[config.mk]
export PLATFORM = sky130hd
export DESIGN_NAME = commitTracker
export DESIGN_NICKNAME = d
export VERILOG_FILES = /design/src/design/renamePkg.sv /design/src/design/commitTracker.sv
export VERILOG_INCLUDE_DIRS = /design/src /design/src/design
export SDC_FILE = /design/constraint.sdc
export NUM_CORES = 1
export LEC_CHECK = 0
export BUFFER_PORTS_ARGS = -buffer_cell sky130_fd_sc_hd__buf_2
export CAP_MARGIN = 25
export CORE_ASPECT_RATIO = 0.8
export CORE_MARGIN = 4
export CORE_UTILIZATION = 58
export DETAILED_ROUTE_END_ITERATION = 7
export GPL_TIMING_DRIVEN = 0
export PLACE_DENSITY = 0.92
export SLEW_MARGIN = 5
export SYNTH_ARGS = -nofsm -noshare
export SYNTH_HDL_FRONTEND = slang
export SYNTH_SLANG_ARGS = --single-unit
[constraint.sdc]
create_clock -name CLK -period 5.9 [get_ports CLK]
set_input_delay 0.59 -clock CLK [delete_from_list [all_inputs] [get_ports CLK]]
set_output_delay 0.59 -clock CLK [all_outputs]
set_load 0.02 [all_outputs]
[src/design/rename_settings.svh]
//**************************************************************************
// Rename subsystem sizes, shared by the package, the RTL and the testbench.
//**************************************************************************

`ifndef RENAME_SETTINGS_SVH
`define RENAME_SETTINGS_SVH

// number of architectural registers, register 0 is hardwired to zero.
`define RN_REGS 32

// copies kept per register. Must be a power of two so pointers wrap for free.
`define RN_DEPTH 4

// width of one register value.
`define RN_WIDTH 64

`endif

[src/design/renamePkg.sv]
//**************************************************************************
// Rename package with index, pointer and data types and the opcodes.
//**************************************************************************

`include "rename_settings.svh"

package renamePkg;

	// architectural register number.
	typedef logic [$clog2(`RN_REGS)-1:0] regIdx_t;

	// copy number inside one register, also wide enough for an outstanding count.
	typedef logic [$clog2(`RN_DEPTH)-1:0] renamePtr_t;

	typedef logic [`RN_WIDTH-1:0] regData_t;

	// one operation per cycle from the issue side.
	typedef enum logic [1:0] {
		OP_NONE   = 2'd0, // idle cycle.
		OP_WRITE  = 2'd1, // speculative write into the next free copy.
		OP_COMMIT = 2'd2, // oldest outstanding copy becomes architectural.
		OP_FLUSH  = 2'd3  // drop every outstanding copy.
	} renameOp_e;

endpackage

[src/design/commitTracker.sv]
//**************************************************************************
// Commit tracker. Keeps the committed copy of each register and serves
// architectural reads with one cycle of latency.
//**************************************************************************

`timescale 1ns/1ps

`include "rename_settings.svh"

module commitTracker
	import renamePkg::*;
(
	input  logic       CLK,
	input  logic       arstN,

	input  logic       commitStrobe,
	input  regIdx_t    commitIndex,

	input  logic       archReadValid,
	input  regIdx_t    archReadIndex,

	output regIdx_t    readIndex,
	output renamePtr_t readRename,
	input  regData_t   readValue,

	output logic       archReadDataValid,
	output regData_t   archReadData
);

	// copy that currently holds the architectural value.
	renamePtr_t commitPtr [`RN_REGS];

	always_ff @(posedge CLK or negedge arstN) begin
		if (!arstN) begin
			for (int i = 0; i < `RN_REGS; i++) begin
				commitPtr[i] <= '0;
			end
		end else if (commitStrobe) begin
			commitPtr[commitIndex] <= renamePtr_t'(commitPtr[commitIndex] + 1'b1);
		end
	end

	// the pointer is sampled before the edge, so a commit in the same cycle is not seen.
	assign readIndex  = archReadIndex;
	assign readRename = commitPtr[archReadIndex];

	always_ff @(posedge CLK or negedge arstN) begin
		if (!arstN) begin
			archReadDataValid <= 1'b0;
			archReadData      <= '0;
		end else begin
			archReadDataValid <= archReadValid; // one pulse per request.
			if (archReadValid) begin
				archReadData <= readValue; // holds until the next request.
			end
		end
	end

endmodule

* After elaboration in Yosys (flattened, before gate mapping) *
Cells that the tools add are included.

storage, ports and cells
  output and inout port bits = 72
  memory bits (writable) = 0
  ROM bits = 0
  word-level logic and storage cells = 50
  bits in latches = 0
  bits in registers = 129
  memories = 0

operators by class
  muxes and demuxes = 9
  reduce and logical (&&, ||, !) cells = 1
  multipliers = 0
  divide/modulo/power cells = 0
  equality and inequality tests = 0
  bitwise operators = 2
  shift operators = 0
  magnitude comparators = 3
  add/subtract/negate cells = 1

operators with widths
  operator                                                    count
  bitwise mux 64 bit                                          1
  binary-select mux 2 bit (select 5 bit)                      2
  greater-or-equal comparator 6 bit, second input constant    2
  NOT 5 -> 6 bit                                              2
  demux 2 bit (select 5 bit)                                  1
  two-way mux 2 bit                                           5
  less-than comparator 6 x 1 -> 1 bit, second input constant  1
  adder 2 x 1 -> 2 bit, second input constant                 1
  logical AND 1 bit                                           1

* Longest topological paths before layout *
  depth after elaboration = 6
  depth in mapped cells = 10
  depth with buffers taken out = 6

* Least setup slack after synthesis *
Ideal clock, no wire load.

  kind = input to output
  from = in archReadIndex[0]
  to = out readRename[0]
  stages = 5
  buffers on the path = 2
  required time = 5.310 ns
  arrival = 2.412 ns
  path slack = 2.898 ns
  path through = buf_2 -> buf_2 -> mux4_2 -> mux4_2 -> mux2_2

on the way
  cells in the longest elaborated chain, start to end = 4

RTL lines
  item                                                   line                 text
  from (decl)                                            commitTracker.sv:20  input regIdx_t archReadIndex,
  NOT 5 -> 6 bit (implied by the code)                   commitTracker.sv:45  assign readRename = commitPtr[archReadIndex];
  binary-select mux 2 bit (select 5 bit)                 commitTracker.sv:45
  two-way mux 2 bit (implied by the code) (2 in series)  commitTracker.sv:45
  to (decl)                                              commitTracker.sv:23  output renamePtr_t readRename,

Every way passes these cells. The select of a mux whose other input is x is not followed.

* Worst setup path after layout *
  from = in archReadIndex[1]
  to = out readRename[0]

The elaborated chain is that of the path after synthesis.

==> impl_metrics.py <==
metrics = {
    "power_and_ir_drop": {
        "p_int_mw": 2.15,
        "power.density_mw_per_mm2": 396,
        "vdd_drop_max_uv": 257,
        "power_switching_uw": 965,
        "p_total_mw": 3.12,
        "p_comb_share_pct": 26.0,
        "p_sw_share_pct": 31.0,
        "p_leak_nw": 3.59,
        "p_clk_share_pct": 33.4,
        "p_seq_share_pct": 40.6,
    },
    "sta": {
        "fin_hold_ws_ns": 0.0402,
        "setup_tns_ns": 0,
        "finalMaxSlewViolations": 0,
        "slew_headroom_pct": 50.7,
        "hold_viol_final": 0,
        "fmax_mhz": 280,
        "finalClockSkew_ns": 0.0108,
        "worst_pin_slew_ns": 0.738,
        "rsz0062_at_grt": "no",
        "fin_crit_ns": 3.57,
        "finalSetupViolCount": 0,
        "post-route-period-util_pct": 60.5,
    },
    "die": {
        "start_util_pct": 60.6,
        "rows": 33,
        "die_x_um": 125,
        "io_pins": 150,
        "core-area_mm2": 0.0104,
        "die_h_um": 101,
        "fp.dieArea_mm2": 0.0127,
    },
    "synthesis": {
        "synth_warnings": 0,
        "synth_top_area_cell": "dfrtp_1",
        "synth_seq_cells": 129,
        "syn-num-nets": 525,
        "yosysSeqAreaShare_pct": 51.0,
        "synth_top_area_share_pct": 51.0,
        "syn_area_per_cell_um2": 14.2,
        "yosys.cell_types.count": 38,
        "synth_cells": 447,
        "synth_area_leaders": "dfrtp_1 (51%), mux2_2 (21%), mux4_2 (7.1%)",
        "syn_area_mm2": 0.00633,
    },
    "layout": {
        "layout.nets": 691,
        "areaGrowthSynthToFinish_pct": 24.1,
        "layout-drive-gt1-share_pct": 57.8,
        "regArea_mm2": 0.00323,
        "nFillCells": 585,
        "diodes": 0,
        "multiInputGateArea_mm2": 0.00287,
    },
    "worst_setup_path": {
        "critPathKind": "input pin to output pin",
        "end_kind": "output pin",
        "cp_slowest_stage_delay_ns": 0.60,
        "cp_data_arrival_time_ns": 2.98,
        "critical_path.most_common_cell": "mux4_2",
        "cp.required_ns": 5.31,
        "path_cells": "buf_1 > clkbuf_1 > mux4_2 > mux4_2 > mux2_2 > buf_2",
        "cp_slowest_cell": "clkbuf_1",
        "start_kind": "input pin",
        "path_delay_family": "multiplexers",
        "crit_buf_inv": 3,
        "path_max_fanout": 10,
    },
    "placed_design": {
        "port_buffers": 146,
        "hpwl_um": 12500,
        "gp_congestion": 0.953,
    },
    "worst_hold_path": {
        "hold_class": "input pin to async pin",
    },
    "clock_network": {
        "cts_sinks": 129,
        "cts.path.max_buffers": 2,
        "post_cts_resized": 0,
        "cts_hold_buffers": 0,
        "cts_tree": "done",
        "cts-root-buf": "clkbuf_16",
        "post_cts_buffers": 0,
        "clk_pin_slew_ns": 0.05,
        "h-tree-depth": 4,
        "cts_made_buffers": 17,
        "insertion_delay_ns": 0.42,
    },
    "drt": {
        "via_count": 4647,
        "drt-pass1-iter-count": 5,
        "first_iter_violations": 471,
        "drc_errors": 0,
        "wirelength_um": 18200,
        "routed_via_density": 6.07,
        "postRouteAntennaNets": 0,
        "wl_per_cell_um": 23.8,
    },
    "global_routing": {
        "grt_first_pass_wirelength_um": 28400,
        "grt_usage_pct": 29.6,
        "antenna_found_initial": 3,
        "overflow": 0,
        "grt_max_degree": 103,
        "grt_pass1_vias": 5144,
    },
    "job": {
        "drv_cap": 0,
    },
    "outcome": {
        "status": "finished clean",
    },
}
metal layers:
metal | share of wire [%] | track usage, % | up-vias
met5 | 0.25 | 0 | -
met1 | 38 | 34.7 | 2347
met4 | 3.2 | 13.1 | 6
met3 | 9.7 | 12.2 | 62
met2 | 49 | 49.0 | 258
li1 | - | - | 1974
cells in the mapped netlist, drive strengths merged:
cell,number
xnor2,1
nand2,22
mux2,130
o22ai,7
nor4b,1
clkbuf,11
o21ai,2
and3,2
or2,4
dfrtp,129
nor3,2
nand3,7
or3b,5
nor4,2
o221ai,6
buf,25
nor3b,1
nand3b,4
mux4,20
mux2i,32
a211oi,1
a22oi,3
and4,1
o32ai,1
o31ai,1
inv,2
or3,1
nand2b,2
nor2,22
path summary, 6_finish.rpt:
check / slack, ns / cells after the start / from / end
worst min register to register: 0.50 / 1 / archReadData[55]$_DFFE_PN0P_ / archReadData[55]$_DFFE_PN0P_
max in group asynchronous: 5.10 / 2 / arstN / commitPtr[27]$_DFFE_PN0P_
min in group CLK: 0.31 / 1 / archReadValid / archReadDataValid$_DFF_PN0_
worst max register to register: 3.70 / 7 / commitPtr[6]$_DFFE_PN0P_ / commitPtr[36]$_DFFE_PN0P_
worst min-delay path: 0.04 / 1 / arstN / commitPtr[23]$_DFFE_PN0P_
worst max-delay path: 2.33 / 6 / archReadIndex[1] / readRename[0]
cells by family after synthesis:
family                    count (synthesis)  synth area share [%]
AOI/OAI and AO/OA                        21                  2.59
and+or+nand+nor                          76                  6.20
DFF                                     129                  51.0
buffers and inverters                    38                  3.68
xor gates and xnor gates                  1                 0.435
muxes                                   182                  36.1
layout by cell type, fill, tap and decap left out, drive strengths merged, types with 3 or more instances in the layout:
master    count
nand3         7
buf         172
nand2        22
nand3b        4
mux4         20
or3b          5
o22ai         7
o221ai        6
nor2         22
mux2        130
inv           4
clkbuf       30
dfrtp       129
a22oi         3
or2           4
mux2i        32
clkinv        5
clkinvlp      3
per-stage QoR:
stage	cells	utilization (%)	worst slack (ns)	instance area (um^2)
after detailed placement	734	69.6	2.37	7270
after global routing	765	75.2	2.27	7860
final	765	75.2	2.33	7860
after global placement	733	69.3	2.43	7240
after floorplan	447	-	2.90	6330
after CTS	765	75.2	2.38	7860
area by class of cell:
cell class	count	area share, %
inverters	2	0.0955
multi-input cells	280	36.5
clock inverters	12	1.69
plain buffers	36	2.87
flip-flops and latches	129	41.1
clock buffers	19	5.76
repair buffers	147	9.73
well taps	140	2.23
registers in the layout, indices dropped and copies added, names as in the netlist:
register / flops
commitPtr: 64
archReadData: 64
archReadDataValid: 1
power groups by stage:
stage / sequential (mW) / clock, mW / combinational, mW
after floorplan: 1.26 / 0 / 0.499
after global placement: 1.24 / 0 / 0.758
after detailed placement: 1.27 / 0 / 0.792
after CTS: 1.26 / 1.05 / 0.805
after global routing: 1.28 / 1.09 / 0.856
final: 1.26 / 1.04 / 0.809
No activity file was read; power rests on OpenSTA's default activity.
